**config.mk**
```make
export PLATFORM = sky130hd
export DESIGN_NAME = ising_core_top
export DESIGN_NICKNAME = d
export VERILOG_FILES = /design/src/ising_pkg.sv /design/src/axil_slave.sv /design/src/ising_regs.sv /design/src/coupling_mem.sv /design/src/spin_update_engine.sv /design/src/ising_core_top.sv
export SDC_FILE = /design/constraint.sdc
export NUM_CORES = 1
export LEC_CHECK = 0
export BUFFER_PORTS_ARGS = -buffer_cell sky130_fd_sc_hd__buf_2
export CAP_MARGIN = 15
export CORE_MARGIN = 2
export CORE_UTILIZATION = 55
export DETAILED_ROUTE_END_ITERATION = 10
export PLACE_DENSITY = 0.85
export SLEW_MARGIN = 20
export SYNTH_ARGS = -nofsm -noshare
export SYNTH_HDL_FRONTEND = slang
export SYNTH_HIERARCHICAL = 1
export SYNTH_SLANG_ARGS = --single-unit
```
**constraint.sdc**
```tcl
create_clock -name clk_i -period 8.8 [get_ports clk_i]
set_clock_uncertainty 0.15 [all_clocks]
set_input_delay 1.76 -clock clk_i [delete_from_list [all_inputs] [get_ports clk_i]]
set_output_delay 1.76 -clock clk_i [all_outputs]
set_load 0.05 [all_outputs]
```
**src/ising_pkg.sv**
```systemverilog
// shared widths, bus structs and encodings of the Ising core
// imported by every RTL block and by the testbench
package ising_pkg;

    localparam int NUM_SPIN = 8;
    localparam int BIT_J    = 4;
    localparam int BIT_H    = 4;
    localparam int DATA_W   = 32;
    localparam int ADDR_W   = 12;
    localparam int FIELD_W  = 8;

    // row i of J sits at JMEM_BASE + 4*i
    localparam logic [ADDR_W-1:0] JMEM_BASE = 12'h100;

    typedef logic [NUM_SPIN-1:0]         spin_vec_t;
    typedef logic [NUM_SPIN*BIT_J-1:0]   j_row_t;
    typedef logic [NUM_SPIN*BIT_H-1:0]   h_vec_t;
    typedef logic [$clog2(NUM_SPIN)-1:0] spin_idx_t;
    typedef logic [7:0]                  sweep_cnt_t;
    typedef logic signed [FIELD_W-1:0]   field_t;

    typedef enum logic [1:0] {
        OKAY   = 2'd0,
        SLVERR = 2'd2
    } axil_resp_e;

    typedef enum logic [ADDR_W-1:0] {
        REG_CTRL      = 12'h000,
        REG_STATUS    = 12'h004,
        REG_SPIN_INIT = 12'h008,
        REG_H_BIAS    = 12'h00C,
        REG_SPIN_OUT  = 12'h010
    } reg_addr_e;

    typedef enum logic [1:0] {
        IDLE,
        FETCH,
        UPDATE
    } engine_state_e;

    ////////////////////////////////////////////////////////////
    // host side AXI4-Lite channels
    ////////////////////////////////////////////////////////////
    typedef struct packed {
        logic                aw_valid;
        logic [ADDR_W-1:0]   aw_addr;
        logic                w_valid;
        logic [DATA_W-1:0]   w_data;
        logic [DATA_W/8-1:0] w_strb;
        logic                b_ready;
        logic                ar_valid;
        logic [ADDR_W-1:0]   ar_addr;
        logic                r_ready;
    } axil_req_t;

    typedef struct packed {
        logic              aw_ready;
        logic              w_ready;
        logic              b_valid;
        axil_resp_e        b_resp;
        logic              ar_ready;
        logic              r_valid;
        logic [DATA_W-1:0] r_data;
        axil_resp_e        r_resp;
    } axil_rsp_t;

    // internal single-word bus
    typedef struct packed {
        logic              valid;
        logic              write;
        logic [ADDR_W-1:0] addr;
        logic [DATA_W-1:0] wdata;
    } bus_req_t;

    typedef struct packed {
        logic              valid;
        logic [DATA_W-1:0] rdata;
        logic              err;
    } bus_rsp_t;

    typedef struct packed {
        sweep_cnt_t sweeps;
        spin_vec_t  spin_init;
        h_vec_t     h_bias;
    } engine_cfg_t;

endpackage

```
**src/axil_slave.sv**
```systemverilog
// AXI4-Lite slave of the Ising core, one transaction at a time
// each accepted read or write becomes one request on the internal bus
`timescale 1ns/100ps

module axil_slave (
    input  logic                 clk_i,
    input  logic                 reset_i,
    input  ising_pkg::axil_req_t axil_req_i,
    output ising_pkg::axil_rsp_t axil_rsp_o,
    output ising_pkg::bus_req_t  bus_req_o,
    input  ising_pkg::bus_rsp_t  bus_rsp_i
);
    import ising_pkg::*;

    // set from acceptance until the response handshake
    logic              busy_q;
    logic              wr_q;
    logic              rd_fire;
    logic              wr_fire;
    logic              b_valid_q;
    logic              r_valid_q;
    axil_resp_e        resp_q;
    logic [DATA_W-1:0] rdata_q;

    // reads win when both are pending
    assign rd_fire = axil_req_i.ar_valid && !busy_q;
    assign wr_fire = axil_req_i.aw_valid && axil_req_i.w_valid
                  && !axil_req_i.ar_valid && !busy_q;

    assign axil_rsp_o.ar_ready = rd_fire;
    assign axil_rsp_o.aw_ready = wr_fire;
    assign axil_rsp_o.w_ready  = wr_fire;
    assign axil_rsp_o.b_valid  = b_valid_q;
    assign axil_rsp_o.b_resp   = resp_q;
    assign axil_rsp_o.r_valid  = r_valid_q;
    assign axil_rsp_o.r_data   = rdata_q;
    assign axil_rsp_o.r_resp   = resp_q;

    // request lives in the acceptance cycle only
    assign bus_req_o.valid = rd_fire || wr_fire;
    assign bus_req_o.write = wr_fire;
    assign bus_req_o.addr  = rd_fire ? axil_req_i.ar_addr : axil_req_i.aw_addr;
    assign bus_req_o.wdata = axil_req_i.w_data;

    always_ff @(posedge clk_i) begin
        if (reset_i) begin
            busy_q    <= 1'b0;
            wr_q      <= 1'b0;
            b_valid_q <= 1'b0;
            r_valid_q <= 1'b0;
        end else begin
            if (bus_req_o.valid) begin
                busy_q <= 1'b1;
                wr_q   <= wr_fire;
            end
            if (bus_rsp_i.valid) begin
                b_valid_q <= wr_q;
                r_valid_q <= !wr_q;
            end
            if (b_valid_q && axil_req_i.b_ready) begin
                b_valid_q <= 1'b0;
                busy_q    <= 1'b0;
            end
            if (r_valid_q && axil_req_i.r_ready) begin
                r_valid_q <= 1'b0;
                busy_q    <= 1'b0;
            end
        end
    end

    always_ff @(posedge clk_i) begin
        if (bus_rsp_i.valid) begin
            resp_q  <= bus_rsp_i.err ? SLVERR : OKAY;
            rdata_q <= bus_rsp_i.rdata;
        end
    end

    ////////////////////////////////////////////////////////////
    // protocol checks
    ////////////////////////////////////////////////////////////
    a_b_hold: assert property (@(posedge clk_i) disable iff (reset_i)
        axil_rsp_o.b_valid && !axil_req_i.b_ready
        |=> axil_rsp_o.b_valid && $stable(axil_rsp_o.b_resp));

    a_r_hold: assert property (@(posedge clk_i) disable iff (reset_i)
        axil_rsp_o.r_valid && !axil_req_i.r_ready
        |=> axil_rsp_o.r_valid && $stable(axil_rsp_o.r_data) && $stable(axil_rsp_o.r_resp));

    // register block answers next cycle, nothing new goes out meanwhile
    a_one_req: assert property (@(posedge clk_i) disable iff (reset_i)
        bus_req_o.valid |=> bus_rsp_i.valid && !bus_req_o.valid ##1 !bus_req_o.valid);

endmodule

```
**src/ising_regs.sv**
```systemverilog
// control registers and J window decode behind the internal bus
// answers every request one cycle later, err marks a refused access
`timescale 1ns/100ps

module ising_regs (
    input  logic                   clk_i,
    input  logic                   reset_i,
    input  ising_pkg::bus_req_t    bus_req_i,
    output ising_pkg::bus_rsp_t    bus_rsp_o,
    output logic                   mem_en_o,
    output logic                   mem_we_o,
    output ising_pkg::spin_idx_t   mem_row_o,
    output ising_pkg::j_row_t      mem_wdata_o,
    input  ising_pkg::j_row_t      mem_rdata_i,
    output ising_pkg::engine_cfg_t cfg_o,
    output logic                   start_o,
    input  logic                   busy_i,
    input  logic                   finish_i,
    input  ising_pkg::spin_vec_t   spin_out_i
);
    import ising_pkg::*;

    localparam int ROW_LSB = 2;
    localparam int WIN_LSB = ROW_LSB + $clog2(NUM_SPIN);

    sweep_cnt_t        sweeps_q;
    spin_vec_t         spin_init_q;
    h_vec_t            h_bias_q;
    logic              start_q;
    logic              done_q;
    logic              busy;
    logic              wr_fire;
    logic              in_jmem;
    logic              addr_err;
    logic [DATA_W-1:0] reg_rdata;
    logic              rsp_valid_q;
    logic              rsp_err_q;
    logic              mem_rd_q;
    logic [DATA_W-1:0] rdata_q;

    // start pulse counts as busy until the engine reports it
    assign busy    = busy_i || start_q;
    assign wr_fire = bus_req_i.valid && bus_req_i.write;
    assign in_jmem = bus_req_i.addr[ADDR_W-1:WIN_LSB] == JMEM_BASE[ADDR_W-1:WIN_LSB]
                  && bus_req_i.addr[ROW_LSB-1:0] == '0;

    // J window, closed while an anneal runs
    assign mem_en_o    = bus_req_i.valid && in_jmem && !busy;
    assign mem_we_o    = bus_req_i.write;
    assign mem_row_o   = bus_req_i.addr[ROW_LSB +: $clog2(NUM_SPIN)];
    assign mem_wdata_o = bus_req_i.wdata;

    always_comb begin
        reg_rdata = '0;
        addr_err  = 1'b0;
        case (bus_req_i.addr)
            REG_CTRL:      reg_rdata = {16'h0, sweeps_q, 8'h0};
            REG_STATUS:    reg_rdata = {30'h0, done_q, busy};
            REG_SPIN_INIT: reg_rdata = {{(DATA_W-NUM_SPIN){1'b0}}, spin_init_q};
            REG_H_BIAS:    reg_rdata = h_bias_q;
            REG_SPIN_OUT:  reg_rdata = {{(DATA_W-NUM_SPIN){1'b0}}, spin_out_i};
            default:       addr_err  = !in_jmem;
        endcase
    end

    always_ff @(posedge clk_i) begin
        if (reset_i) begin
            sweeps_q    <= '0;
            spin_init_q <= '0;
            h_bias_q    <= '0;
            start_q     <= 1'b0;
            done_q      <= 1'b0;
        end else begin
            start_q <= wr_fire && bus_req_i.addr == REG_CTRL && bus_req_i.wdata[0] && !busy;
            if (wr_fire) begin
                case (bus_req_i.addr)
                    REG_CTRL:      sweeps_q    <= bus_req_i.wdata[15:8];
                    REG_SPIN_INIT: spin_init_q <= bus_req_i.wdata[NUM_SPIN-1:0];
                    REG_H_BIAS:    h_bias_q    <= bus_req_i.wdata;
                    default:       ;
                endcase
            end
            // sticky done
            if (start_q) begin
                done_q <= 1'b0;
            end else if (finish_i) begin
                done_q <= 1'b1;
            end
        end
    end

    ////////////////////////////////////////////////////////////
    // response
    ////////////////////////////////////////////////////////////
    always_ff @(posedge clk_i) begin
        if (reset_i) begin
            rsp_valid_q <= 1'b0;
            rsp_err_q   <= 1'b0;
            mem_rd_q    <= 1'b0;
        end else begin
            rsp_valid_q <= bus_req_i.valid;
            rsp_err_q   <= bus_req_i.valid && (in_jmem ? busy : addr_err);
            mem_rd_q    <= mem_en_o && !mem_we_o;
        end
    end

    always_ff @(posedge clk_i) begin
        if (bus_req_i.valid) begin
            rdata_q <= reg_rdata;
        end
    end

    // memory row arrives together with the response
    assign bus_rsp_o.valid = rsp_valid_q;
    assign bus_rsp_o.rdata = mem_rd_q ? mem_rdata_i : rdata_q;
    assign bus_rsp_o.err   = rsp_err_q;

    assign cfg_o.sweeps    = sweeps_q;
    assign cfg_o.spin_init = spin_init_q;
    assign cfg_o.h_bias    = h_bias_q;
    assign start_o         = start_q;

    a_no_restart: assert property (@(posedge clk_i) disable iff (reset_i)
        start_o |-> !busy_i);

endmodule

```
**src/coupling_mem.sv**
```systemverilog
// J row storage, host port for load and readback, engine port for the anneal
// both ports read with one cycle of latency
`timescale 1ns/100ps

module coupling_mem (
    input  logic                 clk_i,
    input  logic                 host_en_i,
    input  logic                 host_we_i,
    input  ising_pkg::spin_idx_t host_row_i,
    input  ising_pkg::j_row_t    host_wdata_i,
    output ising_pkg::j_row_t    host_rdata_o,
    input  logic                 eng_ren_i,
    input  ising_pkg::spin_idx_t eng_row_i,
    output ising_pkg::j_row_t    eng_rdata_o
);
    import ising_pkg::*;

    j_row_t rows_q [NUM_SPIN];

    always_ff @(posedge clk_i) begin
        if (host_en_i) begin
            if (host_we_i) begin
                rows_q[host_row_i] <= host_wdata_i;
            end else begin
                host_rdata_o <= rows_q[host_row_i];
            end
        end
    end

    // engine port never stalls
    always_ff @(posedge clk_i) begin
        if (eng_ren_i) begin
            eng_rdata_o <= rows_q[eng_row_i];
        end
    end

    // register block keeps the host out while the engine runs
    a_one_port: assert property (@(posedge clk_i) !(host_en_i && eng_ren_i));

endmodule

```
**src/spin_update_engine.sv**
```systemverilog
// sequential spin update, one FETCH and one UPDATE cycle per spin
// runs the programmed number of sweeps over all spins, then pulses finish
`timescale 1ns/100ps

module spin_update_engine (
    input  logic                   clk_i,
    input  logic                   reset_i,
    input  ising_pkg::engine_cfg_t cfg_i,
    input  logic                   start_i,
    output logic                   mem_ren_o,
    output ising_pkg::spin_idx_t   mem_row_o,
    input  ising_pkg::j_row_t      mem_rdata_i,
    output logic                   busy_o,
    output logic                   finish_o,
    output ising_pkg::spin_vec_t   spins_o
);
    import ising_pkg::*;

    engine_state_e state_q;
    spin_idx_t     idx_q;
    sweep_cnt_t    sweeps_left_q;
    spin_vec_t     spins_q;
    logic          finish_q;
    field_t        field;
    logic          new_bit;
    logic          last_spin;

    assign busy_o    = state_q != IDLE;
    assign mem_ren_o = state_q == FETCH;
    assign mem_row_o = idx_q;
    assign finish_o  = finish_q;
    assign spins_o   = spins_q;
    assign last_spin = idx_q == spin_idx_t'(NUM_SPIN - 1);

    ////////////////////////////////////////////////////////////
    // local field
    ////////////////////////////////////////////////////////////
    // row of spin idx_q is on mem_rdata_i during UPDATE
    always_comb begin : field_calc
        logic signed [BIT_H-1:0] h_i;
        logic signed [BIT_J-1:0] w_j;
        h_i   = cfg_i.h_bias[idx_q*BIT_H +: BIT_H];
        field = field_t'(h_i);
        for (int j = 0; j < NUM_SPIN; j++) begin
            w_j = mem_rdata_i[j*BIT_J +: BIT_J];
            // diagonal weight skipped
            if (spin_idx_t'(j) != idx_q) begin
                field = spins_q[j] ? field + field_t'(w_j) : field - field_t'(w_j);
            end
        end
        new_bit = !field[FIELD_W-1];
    end

    ////////////////////////////////////////////////////////////
    // sweep sequencer
    ////////////////////////////////////////////////////////////
    always_ff @(posedge clk_i) begin
        if (reset_i) begin
            state_q       <= IDLE;
            idx_q         <= '0;
            sweeps_left_q <= '0;
            spins_q       <= '0;
            finish_q      <= 1'b0;
        end else begin
            finish_q <= 1'b0;
            case (state_q)
                IDLE: begin
                    if (start_i) begin
                        spins_q       <= cfg_i.spin_init;
                        idx_q         <= '0;
                        sweeps_left_q <= cfg_i.sweeps;
                        // zero sweeps finishes at once
                        if (cfg_i.sweeps == '0) begin
                            finish_q <= 1'b1;
                        end else begin
                            state_q <= FETCH;
                        end
                    end
                end
                FETCH: begin
                    state_q <= UPDATE;
                end
                UPDATE: begin
                    spins_q[idx_q] <= new_bit;
                    idx_q          <= last_spin ? '0 : idx_q + 1'b1;
                    if (last_spin) begin
                        sweeps_left_q <= sweeps_left_q - 1'b1;
                    end
                    if (last_spin && sweeps_left_q == sweep_cnt_t'(1)) begin
                        state_q  <= IDLE;
                        finish_q <= 1'b1;
                    end else begin
                        state_q <= FETCH;
                    end
                end
                default: begin
                    state_q <= IDLE;
                end
            endcase
        end
    end

    // a start during a sweep would be lost
    a_start_idle: assert property (@(posedge clk_i) disable iff (reset_i)
        start_i |-> !busy_o);

endmodule

```
**src/ising_core_top.sv**
```systemverilog
// Ising core top level, AXI4-Lite slave in front of registers, J memory and engine
// host loads J, h and spins, starts an anneal and polls STATUS
`timescale 1ns/100ps

module ising_core_top (
    input  logic                 clk_i,
    input  logic                 reset_i,
    input  ising_pkg::axil_req_t axil_req_i,
    output ising_pkg::axil_rsp_t axil_rsp_o
);
    import ising_pkg::*;

    bus_req_t    bus_req;
    bus_rsp_t    bus_rsp;
    logic        host_en;
    logic        host_we;
    spin_idx_t   host_row;
    j_row_t      host_wdata;
    j_row_t      host_rdata;
    engine_cfg_t eng_cfg;
    logic        eng_start;
    logic        eng_busy;
    logic        eng_finish;
    spin_vec_t   eng_spins;
    logic        eng_ren;
    spin_idx_t   eng_row;
    j_row_t      eng_rdata;

    axil_slave u_axil_slave (
        .clk_i      (clk_i      ),
        .reset_i    (reset_i    ),
        .axil_req_i (axil_req_i ),
        .axil_rsp_o (axil_rsp_o ),
        .bus_req_o  (bus_req    ),
        .bus_rsp_i  (bus_rsp    )
    );

    ising_regs u_ising_regs (
        .clk_i       (clk_i      ),
        .reset_i     (reset_i    ),
        .bus_req_i   (bus_req    ),
        .bus_rsp_o   (bus_rsp    ),
        .mem_en_o    (host_en    ),
        .mem_we_o    (host_we    ),
        .mem_row_o   (host_row   ),
        .mem_wdata_o (host_wdata ),
        .mem_rdata_i (host_rdata ),
        .cfg_o       (eng_cfg    ),
        .start_o     (eng_start  ),
        .busy_i      (eng_busy   ),
        .finish_i    (eng_finish ),
        .spin_out_i  (eng_spins  )
    );

    coupling_mem u_coupling_mem (
        .clk_i        (clk_i      ),
        .host_en_i    (host_en    ),
        .host_we_i    (host_we    ),
        .host_row_i   (host_row   ),
        .host_wdata_i (host_wdata ),
        .host_rdata_o (host_rdata ),
        .eng_ren_i    (eng_ren    ),
        .eng_row_i    (eng_row    ),
        .eng_rdata_o  (eng_rdata  )
    );

    spin_update_engine u_spin_update_engine (
        .clk_i       (clk_i      ),
        .reset_i     (reset_i    ),
        .cfg_i       (eng_cfg    ),
        .start_i     (eng_start  ),
        .mem_ren_o   (eng_ren    ),
        .mem_row_o   (eng_row    ),
        .mem_rdata_i (eng_rdata  ),
        .busy_o      (eng_busy   ),
        .finish_o    (eng_finish ),
        .spins_o     (eng_spins  )
    );

endmodule

```
==> results.toml <==
[placement]
dp_hpwl_um = 42650
dp.cells = 2507
gp_congestion = 0.8981
port_buffers = 101
dp_slack_ns = -1.087

[floorplan]
std_cell_rows = 77
dieArea_um2 = 46740
coreArea_um2 = 44320
initial_core_util_pct = 55.88
dieHeight_um = 216.2
die_x_um = 216.2
io_pins = 108

[cells_and_area]
finalNetCount = 2134
layout_common_cells = "385 x edfxtp_1, 173 x nand2_1, 162 x buf_4"
drive_gt1_share_pct = 32.71
final_cells = 2618
layout_commonest_cell = "edfxtp_1"
areaGrowthSynthToFinish_pct = 15.01

[power_and_ir_drop]
power_density_nw_per_um2 = 165.8
clkPwrFrac_pct = 42.6
intPower_uw = 3688
switching_share_pct = 21.89
leakage_uw = 0.01042
ir_drop_mv = 0.1951
power_switching_uw = 1034
seq_power_share_pct = 51.1
pwr-share-comb_pct = 6.3

[drt]
routed_via_density = 6.364
firstDrtPassIters = 6
vias = 16660
route.detailed.drc = 0
wl_per_cell_um = 25.17
antenna_left = 0
routed_wl_um = 65900
drtIter0Drc = 1995

[timing]
slew_viol_final = 0
hold_viol_final = 0
fin_crit_sh_pct = 109.3
slew_headroom_pct = 18.78
worst_slew_pin_slew_ns = 1.218
fmax_mhz = 104.0
setup_viol = 8
fin_crit_ns = 9.614
worst_slack_ns = -0.8143
grt_setup_unrepaired = "yes"

[synthesis]
synth_top_area_share_pct = 46.69
syn_area_um2 = 24760
synth-seq-area-share_pct = 53.07
synth-main-ff-cell = "edfxtp_1"
async_reset_ff_share_pct = 0
ys_ff_latch = 464
synthTopCellsByArea = "edfxtp_1 47%, mux4_2 8.2%, dfxtp_1 6.4%"
ys_warn_count = 6
synth_cell_types = 77
avgSynthCellArea_um2 = 13.44
synth_largest_area_cell = "edfxtp_1"
synth_edf_count = 385
synthCells = 1842

[cts]
cts_buffer_depth = 3
clock-root-buffer = "clkbuf_16"
cts_max_level = 2
clock_sinks = 464
clk_pin_slew_worst_paths_ns = 0.07
cts_buffers = 46
tritoncts = "done"
cts_hold_buf = 0
clock_latency_ns = 0.56

[flow_run]
maxCapViolations = 0

[critical_path]
crit_arrival_ns = 9.86
crit_family = "adder cells"
cpMaxStageDelayCell = "fa_2"
crit_buf_inv = 4
cpMostUsedCell = "fa_2"
cp_slowest_stage_delay_ns = 0.54
crit_path_end_kind = "flop"
cp_max_fo = 8
start_kind = "flop"
crit_type = "flop to flop"
reg2reg_slack_ns = -0.81
required_ns = 9.04

[grt]
grt_max_degree = 108
grt_first_pass_wirelength_um = 99280
grt_pass1_vias = 16960
grt_overflow_total = 0
grt.total_usage_pct = 27.92
antenna_found_initial = 7

[outcome]
status = "finished with violations"
violations = "negative setup slack"

[hold_path]
worstHoldPathType = "flop to flop"
timing repair:
action / CTS / global route
pin swaps: 24 / 34
buffers inserted: 15 / 8
resized for setup: 38 / 50
setup endpoints to repair: 8 / 8
final timing paths:
check                               startpoint                               to  cells past startpoint
min                     u_ising_regs/rsp_err_q           u_axil_slave/resp_q[1]                      0
max reg2reg  u_spin_update_engine/mem_row_o[0]  u_spin_update_engine/spins_o[6]                     44
max          u_spin_update_engine/mem_row_o[0]  u_spin_update_engine/spins_o[6]                     44
min reg2reg             u_ising_regs/rsp_err_q           u_axil_slave/resp_q[1]                      0
per-stage QoR:
stage               setup TNS (ns)  power, µW  util, %  hold WS (ns)  area (µm²)
floorplan                 -0.06659       2690        -        0.2803       25010
global placement            -5.594       2739    59.39        0.2453       26320
detailed placement          -7.952       2750    59.39        0.2387       26320
CTS                         -4.383       4729    63.59        0.2533       28180
global route                -8.718       4823    64.26        0.2776       28480
finish                      -5.606       4721    64.26        0.2527       28480
power by group through the flow:
stage                     sequential [µW]  combinational (µW)  clock, µW
after global routing                 2410                 317       2090
after floorplan                      2480                 211          0
after global placement               2460                 282          0
after CTS                            2410                 295       2020
final                                2410                 299       2010
after detailed placement             2460                 292          0
layout make-up:
class,count,area (µm²)
clock buffer,66,1350
tap,592,740.7
inverter,69,264.0
timing repair buffer,266,1764
clock inverter,20,205.2
fill,3030,15840
multi-input combinational,1139,10990
sequential,464,13160
antenna,2,5.005
Yosys cell counts, types with 9 or more instances:
| master | number |
|---|---|
| nor2_1 | 94 |
| a21oi_1 | 43 |
| a21o_1 | 15 |
| edfxtp_1 | 385 |
| nand2b_1 | 91 |
| nor4_1 | 11 |
| a211oi_1 | 13 |
| nor3_1 | 27 |
| mux4_2 | 90 |
| o21ai_0 | 57 |
| and2_1 | 23 |
| xnor2_1 | 20 |
| dfxtp_1 | 79 |
| buf_1 | 14 |
| nand3_1 | 9 |
| clkbuf_1 | 43 |
| buf_2 | 15 |
| ha_1 | 74 |
| mux2_2 | 90 |
| mux4_1 | 40 |
| nor2b_1 | 18 |
| mux2i_1 | 79 |
| xor2_1 | 21 |
| a22oi_1 | 20 |
| inv_1 | 68 |
| buf_4 | 86 |
| nand2_1 | 175 |
| nand2_2 | 18 |
layer usage:
metal | wire length (µm) | global-route usage, %
met4 | 2770 | 11.80
met5 | 54 | 0
met1 | 24000 | 34.43
met2 | 32600 | 47.68
met3 | 6480 | 6.133
cells by family after synthesis:
kind of cell | after synthesis | share of synthesized area, %
buffers and inverters | 240 | 5.477
AND/OR/NAND/NOR | 503 | 10.21
flip-flops | 464 | 53.07
AO/OA/AOI/OAI | 209 | 5.381
adder cells (fa/ha/maj) | 81 | 4.305
XOR/XNOR | 44 | 1.733
multiplexers | 300 | 19.81
other | 1 | 0.01514
flip-flops by register name, summed over array words and instances, names as in the netlist, 2 cells and up:
register / cells
u_axil_slave/rdata_q: 32
u_coupling_mem/eng_rdata_o: 32
u_coupling_mem/host_rdata_o: 32
u_coupling_mem/rows_q: 256
u_ising_regs/h_bias_q: 32
u_ising_regs/rdata_q: 32
u_ising_regs/spin_init_q: 8
u_ising_regs/sweeps_q: 8
u_spin_update_engine/mem_row_o: 3
u_spin_update_engine/spins_o: 8
u_spin_update_engine/state_q: 2
u_spin_update_engine/sweeps_left_q: 8
Note: power is estimated with default switching activity, not from simulation.
